$ cat src/verilog/mdu_pkg.sv
////////////////////
// mdu shared definitions
// opcodes, data widths and the divide-by-zero rule
////////////////////
`default_nettype none

package mdu_pkg;

    localparam int DATA_W  = 32;
    localparam int DWORD_W = 64;
    localparam int HALF_W  = DATA_W / 2;

    // multiply/divide and special-register opcodes
    typedef enum logic [3:0] {
        OP_NOP   = 4'h0,
        OP_MFHI  = 4'h1,
        OP_MFLO  = 4'h2,
        OP_MTHI  = 4'h3,
        OP_MTLO  = 4'h4,
        OP_MUL   = 4'h5,
        OP_MULT  = 4'h6,
        OP_MULTU = 4'h7,
        OP_MADD  = 4'h8,
        OP_MADDU = 4'h9,
        OP_MSUB  = 4'ha,
        OP_MSUBU = 4'hb,
        OP_DIV   = 4'hc,
        OP_DIVU  = 4'hd,
        OP_MFC0  = 4'he,
        OP_MTC0  = 4'hf
    } mdu_op_e;

    // a zero divisor gives an all-ones quotient and the dividend as remainder
    localparam logic [DATA_W-1:0] DIV_ZERO_QUOT = '1;

    // operations that treat rs and rt as two's complement
    function automatic logic op_is_signed(mdu_op_e op);
        return (op == OP_MUL) || (op == OP_MULT) || (op == OP_MADD) ||
               (op == OP_MSUB) || (op == OP_DIV);
    endfunction

    function automatic logic op_is_div(mdu_op_e op);
        return (op == OP_DIV) || (op == OP_DIVU);
    endfunction

endpackage

`default_nettype wire

$ cat src/verilog/mdu_ex_stage.sv
////////////////////
// mdu execute stage
// command latch, operand magnitudes, partial products, divider start
////////////////////
`timescale 1ns/1ps
`default_nettype none

module mdu_ex_stage #(
    parameter int CP0_REGS = 8
) (
    input  wire                             clk_i,
    input  wire                             rst_n_i,
    input  wire                             cmd_req_i,
    output logic                            cmd_ack_o,
    input  wire mdu_pkg::mdu_op_e           cmd_op_i,
    input  wire [mdu_pkg::DATA_W-1:0]       cmd_rs_i,
    input  wire [mdu_pkg::DATA_W-1:0]       cmd_rt_i,
    input  wire [$clog2(CP0_REGS):0]        cmd_sel_i,
    output logic                            div_req_o,
    output logic                            div_signed_o,
    output logic [mdu_pkg::DATA_W-1:0]      div_a_o,
    output logic [mdu_pkg::DATA_W-1:0]      div_b_o,
    input  wire                             div_ack_i,
    input  wire [mdu_pkg::DATA_W-1:0]       div_quot_i,
    input  wire [mdu_pkg::DATA_W-1:0]       div_rem_i,
    output mdu_pkg::mdu_op_e                op_o,
    output logic [mdu_pkg::DATA_W-1:0]      res_src_o,
    output logic [$clog2(CP0_REGS):0]       sel_o,
    output logic [mdu_pkg::DWORD_W-1:0]     mul_lo_o,
    output logic [mdu_pkg::DWORD_W-1:0]     mul_hi_o,
    output logic                            mul_neg_o,
    output logic [mdu_pkg::DWORD_W-1:0]     div_res_o,
    output logic                            wb_o
);
    import mdu_pkg::*;

    typedef enum logic [1:0] {IDLE, EXEC, DIVWAIT, ACK} state_e;

    state_e                    state_q;
    logic                      div_req_q;
    mdu_op_e                   op_q;
    logic [DATA_W-1:0]         rs_q;
    logic [DATA_W-1:0]         rt_q;
    logic [$clog2(CP0_REGS):0] sel_q;
    logic [DWORD_W-1:0]        div_res_q;
    logic                      sgn;
    logic [DATA_W-1:0]         a_abs;
    logic [DATA_W-1:0]         b_abs;
    logic [DATA_W-1:0]         pp_ll;
    logic [DATA_W-1:0]         pp_hl;
    logic [DATA_W-1:0]         pp_lh;
    logic [DATA_W-1:0]         pp_hh;

    ////////////////////
    // handshake control
    always_ff @(posedge clk_i or negedge rst_n_i) begin
        if (!rst_n_i) begin
            state_q   <= IDLE;
            div_req_q <= 1'b0;
        end else begin
            case (state_q)
                IDLE: begin
                    if (cmd_req_i && op_is_div(cmd_op_i)) begin
                        state_q   <= DIVWAIT;
                        div_req_q <= 1'b1;
                    end else if (cmd_req_i) begin
                        state_q <= EXEC;
                    end
                end
                DIVWAIT: begin
                    if (div_ack_i) begin
                        state_q   <= EXEC;
                        div_req_q <= 1'b0;
                    end
                end
                EXEC: state_q <= ACK;
                // leave only once master and divider have both released
                ACK: begin
                    if (!cmd_req_i && !div_ack_i) begin
                        state_q <= IDLE;
                    end
                end
                default: state_q <= IDLE;
            endcase
        end
    end

    always_ff @(posedge clk_i) begin
        if (state_q == IDLE && cmd_req_i) begin
            op_q  <= cmd_op_i;
            rs_q  <= cmd_rs_i;
            rt_q  <= cmd_rt_i;
            sel_q <= cmd_sel_i;
        end
        if (state_q == DIVWAIT && div_ack_i) begin
            div_res_q <= {div_rem_i, div_quot_i};
        end
    end

    ////////////////////
    // operand magnitudes and 16x16 partial products
    assign sgn   = op_is_signed(op_q);
    assign a_abs = (sgn && rs_q[DATA_W-1]) ? -rs_q : rs_q;
    assign b_abs = (sgn && rt_q[DATA_W-1]) ? -rt_q : rt_q;

    assign pp_ll = a_abs[HALF_W-1:0] * b_abs[HALF_W-1:0];
    assign pp_hl = a_abs[DATA_W-1:HALF_W] * b_abs[HALF_W-1:0];
    assign pp_lh = a_abs[HALF_W-1:0] * b_abs[DATA_W-1:HALF_W];
    assign pp_hh = a_abs[DATA_W-1:HALF_W] * b_abs[DATA_W-1:HALF_W];

    assign mul_lo_o  = {pp_hl, pp_ll};
    assign mul_hi_o  = {pp_hh, pp_lh};
    assign mul_neg_o = sgn && (rs_q[DATA_W-1] ^ rt_q[DATA_W-1]);

    assign div_req_o    = div_req_q;
    assign div_signed_o = sgn;
    assign div_a_o      = rs_q;
    assign div_b_o      = rt_q;
    assign div_res_o    = div_res_q;

    assign op_o      = op_q;
    assign res_src_o = rs_q;
    assign sel_o     = sel_q;
    assign wb_o      = (state_q == EXEC);
    assign cmd_ack_o = (state_q == ACK);

    a_no_div_req_idle: assert property (@(posedge clk_i) disable iff (!rst_n_i)
        (state_q == IDLE) |-> !div_req_o);

    a_wb_single: assert property (@(posedge clk_i) disable iff (!rst_n_i)
        wb_o |=> !wb_o);

endmodule

`default_nettype wire

$ cat src/verilog/mdu_divider.sv
////////////////////
// mdu divider
// 32-step restoring divide with four-phase req/ack
////////////////////
`timescale 1ns/1ps
`default_nettype none

module mdu_divider (
    input  wire                          clk_i,
    input  wire                          rst_n_i,
    input  wire                          div_req_i,
    input  wire                          div_signed_i,
    input  wire [mdu_pkg::DATA_W-1:0]    div_a_i,
    input  wire [mdu_pkg::DATA_W-1:0]    div_b_i,
    output logic                         div_ack_o,
    output logic [mdu_pkg::DATA_W-1:0]   div_quot_o,
    output logic [mdu_pkg::DATA_W-1:0]   div_rem_o
);
    import mdu_pkg::*;

    typedef enum logic [1:0] {D_IDLE, D_RUN, D_FIX, D_ACK} state_e;

    state_e                      state_q;
    logic [$clog2(DATA_W)-1:0]   step_q;
    logic [DATA_W-1:0]           quot_q;
    logic [DATA_W-1:0]           rem_q;
    logic [DATA_W-1:0]           dsor_q;
    logic                        quot_neg_q;
    logic                        rem_neg_q;
    logic                        by_zero_q;
    logic                        a_neg;
    logic                        b_neg;
    logic [DATA_W:0]             shifted;
    logic [DATA_W:0]             trial;

    assign a_neg = div_signed_i && div_a_i[DATA_W-1];
    assign b_neg = div_signed_i && div_b_i[DATA_W-1];

    // sign bit of trial flags a failed subtract in one restoring step
    assign shifted = {rem_q, quot_q[DATA_W-1]};
    assign trial   = shifted - {1'b0, dsor_q};

    always_ff @(posedge clk_i or negedge rst_n_i) begin
        if (!rst_n_i) begin
            state_q <= D_IDLE;
            step_q  <= '0;
        end else begin
            case (state_q)
                D_IDLE: begin
                    if (div_req_i) begin
                        state_q <= D_RUN;
                        step_q  <= '0;
                    end
                end
                D_RUN: begin
                    step_q <= step_q + 1'b1;
                    if (step_q == DATA_W - 1) begin
                        state_q <= D_FIX;
                    end
                end
                D_FIX: state_q <= D_ACK;
                D_ACK: begin
                    if (!div_req_i) begin
                        state_q <= D_IDLE;
                    end
                end
                default: state_q <= D_IDLE;
            endcase
        end
    end

    always_ff @(posedge clk_i) begin
        case (state_q)
            D_IDLE: begin
                quot_q     <= a_neg ? -div_a_i : div_a_i;
                dsor_q     <= b_neg ? -div_b_i : div_b_i;
                rem_q      <= '0;
                quot_neg_q <= a_neg ^ b_neg;
                rem_neg_q  <= a_neg;
                by_zero_q  <= (div_b_i == '0);
            end
            D_RUN: begin
                rem_q  <= trial[DATA_W] ? shifted[DATA_W-1:0] : trial[DATA_W-1:0];
                quot_q <= {quot_q[DATA_W-2:0], ~trial[DATA_W]};
            end
            // the remainder already holds the dividend magnitude on a zero divisor
            D_FIX: begin
                quot_q <= by_zero_q ? DIV_ZERO_QUOT : (quot_neg_q ? -quot_q : quot_q);
                rem_q  <= rem_neg_q ? -rem_q : rem_q;
            end
            default: ;
        endcase
    end

    assign div_ack_o  = (state_q == D_ACK);
    assign div_quot_o = quot_q;
    assign div_rem_o  = rem_q;

    a_ack_needs_req: assert property (@(posedge clk_i) disable iff (!rst_n_i)
        $rose(div_ack_o) |-> div_req_i);

endmodule

`default_nettype wire

$ cat src/verilog/mdu_mem_stage.sv
////////////////////
// mdu memory stage
// product assembly, accumulate and result selection
////////////////////
`timescale 1ns/1ps
`default_nettype none

module mdu_mem_stage #(
    parameter int CP0_REGS = 8
) (
    input  wire mdu_pkg::mdu_op_e           op_i,
    input  wire [mdu_pkg::DATA_W-1:0]       res_src_i,
    input  wire [$clog2(CP0_REGS):0]        sel_i,
    input  wire [mdu_pkg::DWORD_W-1:0]      mul_lo_i,
    input  wire [mdu_pkg::DWORD_W-1:0]      mul_hi_i,
    input  wire                             mul_neg_i,
    input  wire [mdu_pkg::DWORD_W-1:0]      div_res_i,
    input  wire                             wb_i,
    input  wire [mdu_pkg::DWORD_W-1:0]      hilo_rdata_i,
    input  wire [mdu_pkg::DATA_W-1:0]       cp0_rdata_i,
    output logic [mdu_pkg::DATA_W-1:0]      res_o,
    output logic                            hilo_wen_o,
    output logic [mdu_pkg::DWORD_W-1:0]     hilo_wdata_o,
    output logic                            cp0_wen_o,
    output logic [$clog2(CP0_REGS):0]       cp0_addr_o,
    output logic [mdu_pkg::DATA_W-1:0]      cp0_wdata_o
);
    import mdu_pkg::*;

    localparam int PART_W = DATA_W + HALF_W;

    logic [PART_W-1:0]  sum_lo;
    logic [PART_W-1:0]  sum_hi;
    logic [DWORD_W-1:0] prod_u;
    logic [DWORD_W-1:0] prod_s;
    logic               hilo_wr;
    logic               cp0_wr;

    ////////////////////
    // fold the partial products
    assign sum_lo = {{HALF_W{1'b0}}, mul_lo_i[DATA_W-1:0]} +
                    {mul_lo_i[DWORD_W-1:DATA_W], {HALF_W{1'b0}}};
    assign sum_hi = {{HALF_W{1'b0}}, mul_hi_i[DATA_W-1:0]} +
                    {mul_hi_i[DWORD_W-1:DATA_W], {HALF_W{1'b0}}};
    assign prod_u = {{HALF_W{1'b0}}, sum_lo} + {sum_hi, {HALF_W{1'b0}}};
    assign prod_s = mul_neg_i ? (~prod_u + 64'd1) : prod_u;

    ////////////////////
    // per-opcode selection
    always_comb begin
        res_o        = res_src_i;
        hilo_wr      = 1'b0;
        hilo_wdata_o = hilo_rdata_i;
        cp0_wr       = 1'b0;
        cp0_wdata_o  = res_src_i;
        case (op_i)
            OP_MFHI: res_o = hilo_rdata_i[DWORD_W-1:DATA_W];
            OP_MFLO: res_o = hilo_rdata_i[DATA_W-1:0];
            OP_MUL:  res_o = prod_s[DATA_W-1:0];
            OP_MTHI: begin
                hilo_wr      = 1'b1;
                hilo_wdata_o = {res_src_i, hilo_rdata_i[DATA_W-1:0]};
            end
            OP_MTLO: begin
                hilo_wr      = 1'b1;
                hilo_wdata_o = {hilo_rdata_i[DWORD_W-1:DATA_W], res_src_i};
            end
            OP_MULT: begin
                hilo_wr      = 1'b1;
                hilo_wdata_o = prod_s;
            end
            OP_MULTU: begin
                hilo_wr      = 1'b1;
                hilo_wdata_o = prod_u;
            end
            OP_MADD: begin
                hilo_wr      = 1'b1;
                hilo_wdata_o = hilo_rdata_i + prod_s;
            end
            OP_MADDU: begin
                hilo_wr      = 1'b1;
                hilo_wdata_o = hilo_rdata_i + prod_u;
            end
            OP_MSUB: begin
                hilo_wr      = 1'b1;
                hilo_wdata_o = hilo_rdata_i - prod_s;
            end
            OP_MSUBU: begin
                hilo_wr      = 1'b1;
                hilo_wdata_o = hilo_rdata_i - prod_u;
            end
            // remainder to hi, quotient to lo
            OP_DIV, OP_DIVU: begin
                hilo_wr      = 1'b1;
                hilo_wdata_o = div_res_i;
            end
            OP_MFC0: res_o = cp0_rdata_i;
            OP_MTC0: cp0_wr = 1'b1;
            default: ;
        endcase
    end

    assign hilo_wen_o = wb_i && hilo_wr;
    assign cp0_wen_o  = wb_i && cp0_wr;
    assign cp0_addr_o = sel_i;

    a_wen_excl: assert final (!(hilo_wen_o && cp0_wen_o));

endmodule

`default_nettype wire

$ cat src/verilog/mdu_arch_regs.sv
////////////////////
// mdu architectural registers
// hi/lo pair and cp0 scratch bank
////////////////////
`timescale 1ns/1ps
`default_nettype none

module mdu_arch_regs #(
    parameter int CP0_REGS = 8
) (
    input  wire                           clk_i,
    input  wire                           rst_n_i,
    input  wire                           hilo_wen_i,
    input  wire [mdu_pkg::DWORD_W-1:0]    hilo_wdata_i,
    output logic [mdu_pkg::DWORD_W-1:0]   hilo_rdata_o,
    input  wire                           cp0_wen_i,
    input  wire [$clog2(CP0_REGS):0]      cp0_addr_i,
    input  wire [mdu_pkg::DATA_W-1:0]     cp0_wdata_i,
    output logic [mdu_pkg::DATA_W-1:0]    cp0_rdata_o
);
    import mdu_pkg::*;

    localparam int IDX_W = $clog2(CP0_REGS);

    logic [DWORD_W-1:0] hilo_q;
    logic [DATA_W-1:0]  cp0_q [CP0_REGS];
    logic               in_range;
    logic [IDX_W-1:0]   idx;

    // selects past the bank read zero and drop writes
    assign in_range = (cp0_addr_i < CP0_REGS);
    assign idx      = cp0_addr_i[IDX_W-1:0];

    always_ff @(posedge clk_i or negedge rst_n_i) begin
        if (!rst_n_i) begin
            hilo_q <= '0;
            for (int i = 0; i < CP0_REGS; i++) begin
                cp0_q[i] <= '0;
            end
        end else begin
            if (hilo_wen_i) begin
                hilo_q <= hilo_wdata_i;
            end
            if (cp0_wen_i && in_range) begin
                cp0_q[idx] <= cp0_wdata_i;
            end
        end
    end

    assign hilo_rdata_o = hilo_q;
    assign cp0_rdata_o  = in_range ? cp0_q[idx] : '0;

endmodule

`default_nettype wire

$ cat src/verilog/mdu_top.sv
////////////////////
// mdu top level
// execute and memory stages, divider and register bank
////////////////////
`timescale 1ns/1ps
`default_nettype none

module mdu_top #(
    parameter int CP0_REGS = 8
) (
    input  wire                          clk_i,
    input  wire                          rst_n_i,
    input  wire                          cmd_req_i,
    input  wire mdu_pkg::mdu_op_e        cmd_op_i,
    input  wire [mdu_pkg::DATA_W-1:0]    cmd_rs_i,
    input  wire [mdu_pkg::DATA_W-1:0]    cmd_rt_i,
    input  wire [$clog2(CP0_REGS):0]     cmd_sel_i,
    output logic                         cmd_ack_o,
    output logic [mdu_pkg::DATA_W-1:0]   cmd_res_o
);
    import mdu_pkg::*;

    localparam int SEL_W = $clog2(CP0_REGS) + 1;

    // execute stage to divider
    logic               div_req;
    logic               div_signed;
    logic [DATA_W-1:0]  div_a;
    logic [DATA_W-1:0]  div_b;
    logic               div_ack;
    logic [DATA_W-1:0]  div_quot;
    logic [DATA_W-1:0]  div_rem;

    // execute stage to memory stage
    mdu_op_e            op;
    logic [DATA_W-1:0]  res_src;
    logic [SEL_W-1:0]   sel;
    logic [DWORD_W-1:0] mul_lo;
    logic [DWORD_W-1:0] mul_hi;
    logic               mul_neg;
    logic [DWORD_W-1:0] div_res;
    logic               wb;

    // memory stage and register bank
    logic [DATA_W-1:0]  mem_res;
    logic               hilo_wen;
    logic [DWORD_W-1:0] hilo_wdata;
    logic [DWORD_W-1:0] hilo_rdata;
    logic               cp0_wen;
    logic [SEL_W-1:0]   cp0_addr;
    logic [DATA_W-1:0]  cp0_wdata;
    logic [DATA_W-1:0]  cp0_rdata;

    mdu_ex_stage #(
        .CP0_REGS (CP0_REGS)
    ) u_ex (
        .clk_i        (clk_i),
        .rst_n_i      (rst_n_i),
        .cmd_req_i    (cmd_req_i),
        .cmd_ack_o    (cmd_ack_o),
        .cmd_op_i     (cmd_op_i),
        .cmd_rs_i     (cmd_rs_i),
        .cmd_rt_i     (cmd_rt_i),
        .cmd_sel_i    (cmd_sel_i),
        .div_req_o    (div_req),
        .div_signed_o (div_signed),
        .div_a_o      (div_a),
        .div_b_o      (div_b),
        .div_ack_i    (div_ack),
        .div_quot_i   (div_quot),
        .div_rem_i    (div_rem),
        .op_o         (op),
        .res_src_o    (res_src),
        .sel_o        (sel),
        .mul_lo_o     (mul_lo),
        .mul_hi_o     (mul_hi),
        .mul_neg_o    (mul_neg),
        .div_res_o    (div_res),
        .wb_o         (wb)
    );

    mdu_divider u_div (
        .clk_i        (clk_i),
        .rst_n_i      (rst_n_i),
        .div_req_i    (div_req),
        .div_signed_i (div_signed),
        .div_a_i      (div_a),
        .div_b_i      (div_b),
        .div_ack_o    (div_ack),
        .div_quot_o   (div_quot),
        .div_rem_o    (div_rem)
    );

    mdu_mem_stage #(
        .CP0_REGS (CP0_REGS)
    ) u_mem (
        .op_i         (op),
        .res_src_i    (res_src),
        .sel_i        (sel),
        .mul_lo_i     (mul_lo),
        .mul_hi_i     (mul_hi),
        .mul_neg_i    (mul_neg),
        .div_res_i    (div_res),
        .wb_i         (wb),
        .hilo_rdata_i (hilo_rdata),
        .cp0_rdata_i  (cp0_rdata),
        .res_o        (mem_res),
        .hilo_wen_o   (hilo_wen),
        .hilo_wdata_o (hilo_wdata),
        .cp0_wen_o    (cp0_wen),
        .cp0_addr_o   (cp0_addr),
        .cp0_wdata_o  (cp0_wdata)
    );

    mdu_arch_regs #(
        .CP0_REGS (CP0_REGS)
    ) u_regs (
        .clk_i        (clk_i),
        .rst_n_i      (rst_n_i),
        .hilo_wen_i   (hilo_wen),
        .hilo_wdata_i (hilo_wdata),
        .hilo_rdata_o (hilo_rdata),
        .cp0_wen_i    (cp0_wen),
        .cp0_addr_i   (cp0_addr),
        .cp0_wdata_i  (cp0_wdata),
        .cp0_rdata_o  (cp0_rdata)
    );

    // result register loads once per command on the commit strobe
    always_ff @(posedge clk_i) begin
        if (wb) begin
            cmd_res_o <= mem_res;
        end
    end

endmodule

`default_nettype wire

$ cat config.mk
export PLATFORM = sky130hd
export DESIGN_NAME = mdu_top
export DESIGN_NICKNAME = d
export VERILOG_FILES = /design/src/verilog/mdu_pkg.sv /design/src/verilog/mdu_ex_stage.sv /design/src/verilog/mdu_divider.sv /design/src/verilog/mdu_mem_stage.sv /design/src/verilog/mdu_arch_regs.sv /design/src/verilog/mdu_top.sv
export SDC_FILE = /design/constraint.sdc
export NUM_CORES = 2
export LEC_CHECK = 0
export ABC_AREA = 1
export ABC_CLOCK_PERIOD_IN_PS = 26700
export CELL_PAD_IN_SITES_DETAIL_PLACEMENT = 1
export CELL_PAD_IN_SITES_GLOBAL_PLACEMENT = 1
export CORE_MARGIN = 2
export CORE_UTILIZATION = 45
export CTS_CLUSTER_DIAMETER = 50
export DETAILED_ROUTE_END_ITERATION = 7
export DONT_BUFFER_PORTS = 1
export GPL_TIMING_DRIVEN = 1
export PLACE_DENSITY_LB_ADDON = 0.1
export SYNTH_ARGS = -nofsm -noshare
export SYNTH_HDL_FRONTEND = slang
export SYNTH_HIERARCHICAL = 1
export SYNTH_SLANG_ARGS = --single-unit
$ cat constraint.sdc
create_clock -name clk_i -period 26.7 [get_ports clk_i]
set_clock_uncertainty 0.2 [all_clocks]
set_input_delay 5.34 -clock clk_i [delete_from_list [all_inputs] [get_ports clk_i]]
set_output_delay 5.34 -clock clk_i [all_outputs]
set_load 0.02 [all_outputs]
# Yosys cells after proc, flatten, opt, wreduce, memory -nomap -nowiden

Index checks and enable logic that the tools add are counted.

Bits of input ports: 75
Memory bits (read-only): 0
Word-level logic and storage cells: 157
Memories: 0
Bits in registers: 597
Bits in latches: 0
Output and inout bits: 33
RAM bits: 0

Equality and inequality tests: 33
Multiplexer cells: 34
Multiply operators: 4
Bitwise logic cells: 7
$lt $le $gt $ge: 3
Div/mod/pow operators: 0
Shift-type cells: 0
Reduce and logical (&&, ||, !) cells: 36
$add $sub $neg: 14

Operators by type and width:

| operator                | count |
|---|---|
| $pmux W64 S9            | 1 |
| $mux W32                | 10 |
| $bwmux W256             | 1 |
| $pmux W32 S3            | 2 |
| $add A64 B64 Y64        | 2 |
| $mul A16 B16 Y32        | 4 |
| $neg A32 Y32            | 4 |
| $pmux W32 S4            | 1 |
| $sub A64 B64 Y64        | 2 |
| $add A32 B48 Y48        | 2 |
| $bmux W32 S3            | 1 |
| $demux W32 S3           | 1 |
| $add A48 B64 Y64        | 1 |
| $add A64 B1 Y64 const B | 1 |
| $mux W64                | 1 |
| $not A64 Y64            | 1 |
| $eq A4 B4 Y1 const B    | 10 |
| $sub A33 B32 Y33        | 1 |
| $logic_not A32 Y1       | 1 |
| $eq A4 B3 Y1 const B    | 4 |
| $pmux W2 S4             | 2 |
| $reduce_bool A8 Y1      | 2 |
| $reduce_and A3 Y1       | 5 |
| $mux W2                 | 7 |
| 29 further kinds        | 64 |

# Logic depth before layout (Yosys ltp)

Word-level depth: 15
Mapped depth: 99
Mapped depth without buffers: 97

# Modules after synthesis

Netlist, hierarchy kept.

Modules (own cells, without submodules):

| module        | instances | area an instance (um2) | cells each |
|---|---|---|---|
| mdu_ex_stage  | 1         | 42567.1                | 5456 |
| mdu_mem_stage | 1         | 19859.0                | 3757 |
| mdu_arch_regs | 1         | 14750.4                | 1725 |
| mdu_divider   | 1         | 11041.8                | 1770 |
| mdu_top       | 1         | 960.9                  | 32 |

# Least setup slack after synthesis

OpenSTA, ideal clock, no wires.

Kind: flip-flop to flip-flop
Start point: register u_ex.rs_q[0], in the netlist u_ex/div_a_o[0]
End point: register u_regs.hilo_q[61], in the netlist u_regs/hilo_rdata_o[61]
Data required time: 26375 ps
Slack: 12713 ps
Setup time: 125 ps
Path buffers: 3
Arrival time: 13662 ps
Stages on the path, launching flop included: 90
Cells stage by stage: edfxtp_1 -> buf_4 -> clkinv_2 -> clkbuf_1 -> ha_1 -> inv_1 -> nor2_4 -> nand2_1 -> nor2_1 -> inv_1 -> nand2_2 -> xor2_4 -> inv_2 -> buf_2 -> nand2_1 -> fa_1 -> fa_1 -> fa_1 -> [... 54 more ...] -> nand4_2 -> o21ai_0 -> o21ai_1 -> ha_1 -> nand2_1 -> nor2_1 -> inv_1 -> nor2_1 -> inv_1 -> nor3_1 -> nand3_1 -> o21ai_0 -> a21oi_1 -> o21ai_0 -> nand2_1 -> a2111oi_0 -> inv_1 -> mux2_2

Cells in the longest elaborated chain, start to end: 10
Elaborated cells between the ends (all ways): 17
Those cells by class: 9 x add/sub; 4 x mul; 3 x mux; 1 x bitwise

RTL lines:

| element                                                     | RTL line                                 | RTL |
|---|---|---|
| start, declared                                             | mdu_ex_stage.sv:42                       | `logic [DATA_W-1:0] rs_q;` |
| start signal, assigned                                      | mdu_ex_stage.sv:91                       | `rs_q <= cmd_rs_i;` |
| $neg A32 Y32                                                | mdu_ex_stage.sv:103                      | `assign a_abs = (sgn && rs_q[DATA_W-1]) ? -rs_q : rs_q;` |
| $mux W32 *                                                  | mdu_ex_stage.sv:103                      |  |
| $mul A16 B16 Y32 *                                          | mdu_ex_stage.sv:106                      | `assign pp_ll = a_abs[HALF_W-1:0] * b_abs[HALF_W-1:0];` |
| via mul_lo[16]                                              | mdu_top.sv:38                            | `logic [DWORD_W-1:0] mul_lo;` |
| $add A32 B48 Y48 *                                          | mdu_mem_stage.sv:41                      | `assign sum_lo = {{HALF_W{1'b0}}, mul_lo_i[DATA_W-1:0]} +` |
| $add A48 B64 Y64 *                                          | mdu_mem_stage.sv:45                      | `assign prod_u = {{HALF_W{1'b0}}, sum_lo} + {sum_hi, {HALF_W{1'b0}}};` |
| $not A64 Y64                                                | mdu_mem_stage.sv:46                      | `assign prod_s = mul_neg_i ? (~prod_u + 64'd1) : prod_u;` |
| $add A64 B1 Y64                                             | mdu_mem_stage.sv:46                      |  |
| $mux W64                                                    | mdu_mem_stage.sv:46                      |  |
| $sub A64 B64 Y64 / $add A64 B64 Y64 (equally long branches) | mdu_mem_stage.sv:86, mdu_mem_stage.sv:78 |  |
| $pmux W64 S9 *                                              | mdu_mem_stage.sv:56                      | `case (op_i)` |
| via hilo_wdata[61]                                          | mdu_top.sv:47                            | `logic [DWORD_W-1:0] hilo_wdata;` |
| end signal, assigned                                        | mdu_arch_regs.sv:42                      | `hilo_q <= hilo_wdata_i;` |
| end, declared                                               | mdu_arch_regs.sv:25                      | `logic [DWORD_W-1:0] hilo_q;` |

The timed path passes the listed nets; every way through them passes the cells marked *.
A chain may end at the register's enable or synchronous reset.

# Worst setup path after layout

Ends and elaborated chain as after synthesis.

==> impl_metrics.csv <==
group,metric,value,unit
synth,ys_types,88,
synth,syn_area,89200,sq um
floorplanning,fp.dieH,449,microns
grt,grt_pass1_wl,612,mm
timing,rsz0062_at_grt,"no",
synth,postSynth.asyncResetShare,0.553,
clocking,cts_hold_buf,0,
worst_setup_path,crit_path_frequent_cell,"nand2_1",
route,routedWlPerCell,27.6,microns
power_and_ir_drop,power.share.sequential,0.450,
synth,synth_top_area_frac,0.175,
timing,fmax,0.0534,GHz
place,gp_congestion,1.08,
power_and_ir_drop,fin_total_pwr,2.13,mW
route,vias_per_cell,5.88,
clocking,cts_setup_buffers,0,
final_layout,area_delta_synth_final,5.23,%
clocking,insertion_delay,0.73,ns
worst_setup_path,cp_max_fo,26,
worst_setup_path,critPathLaunch,"u_ex/div_a_o[0]",
power_and_ir_drop,power.internal,1.64,mW
power_and_ir_drop,p_sw_frac,0.228,
final_layout,final_nets,13934,
route,vias,89374,
floorplanning,num_rows,163,
worst_setup_path,max_stage_delay,0.54,ns
timing,relSlewSlack,-0.133,
place,dp_hpwl,335,mm
synth,post_synth.cell_area_avg,7.00,sq um
worst_setup_path,r2r_start,"u_ex/div_a_o[0]",
clocking,cts_sinks,597,
status,outcome,"complete, but fails checks",
synth,yosysWarnings,6,
timing,setup_violations,0,
place,port-buffer-count,0,
synth,seq_area_frac_synth,0.183,
final_layout,final_area,93800,sq um
place,dpl_worst_slack,8.34,ns
floorplanning,die_w,449,microns
route,antenna_left,0,
worst_setup_path,critPathCaptureType,"register",
timing,fin_crit_sh,0.702,
worst_setup_path,arrival,19.13,ns
timing,period_minus_slack,18.74,ns
final_layout,fill_cells,25565,
synth,synth_area_leaders,"fa_1 (18%), nand2_1 (15%), dfrtp_1 (9.3%)",
timing,hold_viol,0,
synth,syn-num-nets,14190,
clocking,root_buffer,"clkbuf_16",
route,drc_errors,0,
power_and_ir_drop,leakage,48.2,nW
final_layout,final_cell_mix,"nand2_1 (3640), inv_1 (2157), nor2_1 (1272)",
route,wl,419,mm
floorplanning,start_util,0.452,
final_layout,register_area,16300,sq um
final_layout,utilization,0.476,
worst_hold_path,hp-class,"register to register",
route,dr.pass1.iters,6,
clocking,cts_tree,"yes",
worst_setup_path,cp.required,27.10,ns
timing,layout_setup_ws,7.96,ns
power_and_ir_drop,irDropWorstVdd,0.0517,mV
grt,grt_pass1_vias,92598,
synth,ys_ff_latch,597,
status,violations,"max-slew violations",
timing,tightest_slew,1.70,ns
timing,hold_slack,0.285,ns
power_and_ir_drop,p_clk_frac,0.550,
timing,tns,0,ns
final_layout,multi_input_area,61600,sq um
grt,grt-ovfl-total,0,
power_and_ir_drop,p_comb_frac,0,
clocking,clockBufferDepth,3,
place,placed_cell_area,90900,sq um
synth,synth_top_cell_by_area,"fa_1",
place,place_inst,15040,
floorplanning,coreArea,197000,sq um
grt,grt_usage,0.407,
grt,grt_max_degree,331,
route,drt_iter0_drc,9153,
clocking,cts_buffers,80,
clocking,clk_pin_slew,0.06,ns
run,max_cap_viol_count,0,
synth,synth_edf_count,267,
synth,yosys_most_used_dff,"dfrtp_1",
final_layout,instances_no_fill,15204,
grt,antenna_found_initial,43,
timing,maxSlewViolCount,154,
final_layout,drive_above_1_share,0.0716,
floorplanning,ios,108,
floorplanning,dieArea,202000,sq um
worst_setup_path,start_kind,"register",
clocking,cts-resized-gates,0,
final_layout,layout_commonest_cell,"nand2_1",
worst_setup_path,cp_slowest_cell,"fa_1",
worst_setup_path,worstSetupPathType,"register to register",
power_and_ir_drop,p_sw,0.484,mW
worst_hold_path,min-delay-start,"u_div/step_q[4]",
power_and_ir_drop,p_per_area,22.7,nW/um^2
clocking,cts.htree.levels,3,
synth,syn_inst,12740,
## power groups by stage
| stage | Sequential [mW] | Combinational (mW) | Clock [mW] |
|---|---|---|---|
| floorplan | 0.974 | 0.000139 | 0 |
| global placement | 0.974 | 0.000151 | 0 |
| detailed placement | 0.974 | 0.000152 | 0 |
| CTS | 0.956 | 0.000154 | 1.18 |
| global route | 0.955 | 0.000168 | 1.22 |
| finish | 0.956 | 0.000153 | 1.17 |
## per-layer routing
metal | vias to the layer above | track usage | routed length [microns]
li1 | 39420 | - | -
met4 | 24 | 0.184 | 23000
met1 | 44764 | 0.533 | 173000
met5 | - | 0 | 157
met2 | 4175 | 0.613 | 178000
met3 | 991 | 0.127 | 45700
## cell families after synthesis
logic type      Yosys count  share of synthesized area
buf+inv                2769                      0.128
mux                      64                    0.00808
flops                   597                      0.183
simple gates           6086                      0.289
xor+xnor                261                     0.0270
compound gates         1588                      0.106
fa+ha+maj              1375                      0.259
## path summary, 6_finish.rpt
path                                           end  slack (ns)  cells past startpoint
hold / removal                     u_div/step_q[4]        0.28                      2
hold reg to reg                    u_div/step_q[4]        0.28                      2
setup / recovery           u_regs/hilo_rdata_o[61]        7.96                     84
max in group asynchronous          u_div/step_q[4]       20.75                      0
min in group asynchronous         u_regs/cp0_q[63]        4.23                      0
setup reg to reg           u_regs/hilo_rdata_o[61]        7.96                     84
## worst max-delay path: cells and delay by family (launching register included)
kind                     cells  cell delay [ns]
AO/OA/AOI/OAI               17             4.00
buffers and inverters       14             1.84
flip-flops                   1             0.41
multiplexers                 1             0.26
adder cells (fa/ha/maj)     11             4.86
XOR/XNOR                     5             1.28
AND/OR/NAND/NOR             36             5.69
## registers in the layout (all words and copies together) (netlist names)
name                 flops
u_regs/cp0_q           256
u_ex/div_res_o          64
u_regs/hilo_rdata_o     64
cmd_res_o               32
u_div/div_quot_o        32
u_div/div_rem_o         32
u_div/dsor_q            32
u_ex/div_a_o            32
u_ex/div_b_o            32
u_div/step_q             5
u_ex/op_o                4
u_ex/sel_o               4
u_div/state_q            2
u_ex/state_q             2
u_div/by_zero_q          1
u_div/quot_neg_q         1
u_div/rem_neg_q          1
u_ex/div_req_o           1
## synthesized netlist by cell type, types with 106 or more instances
cell      instances
clkbuf_1        131
ha_1            594
o21ai_0         418
fa_1            781
buf_2           171
buf_4           118
o21ai_1         152
edfxtp_1        267
nand3_1         567
nand4_1         134
nand2_1        3642
inv_1          2163
nand2_2         106
xor2_1          185
nor2_1         1280
dfrtp_1         330
a21oi_1         483
## cell type report
class	count	share of cell area
diodes	14	0.000373
clock buffers	99	0.0228
well taps	2640	0.0352
clock inverters	49	0.00791
multi-input cells	9374	0.657
repair buffers	146	0.0119
inverters	2285	0.0918
flip-flops and latches	597	0.173
No activity file was read; power rests on OpenSTA's default activity.
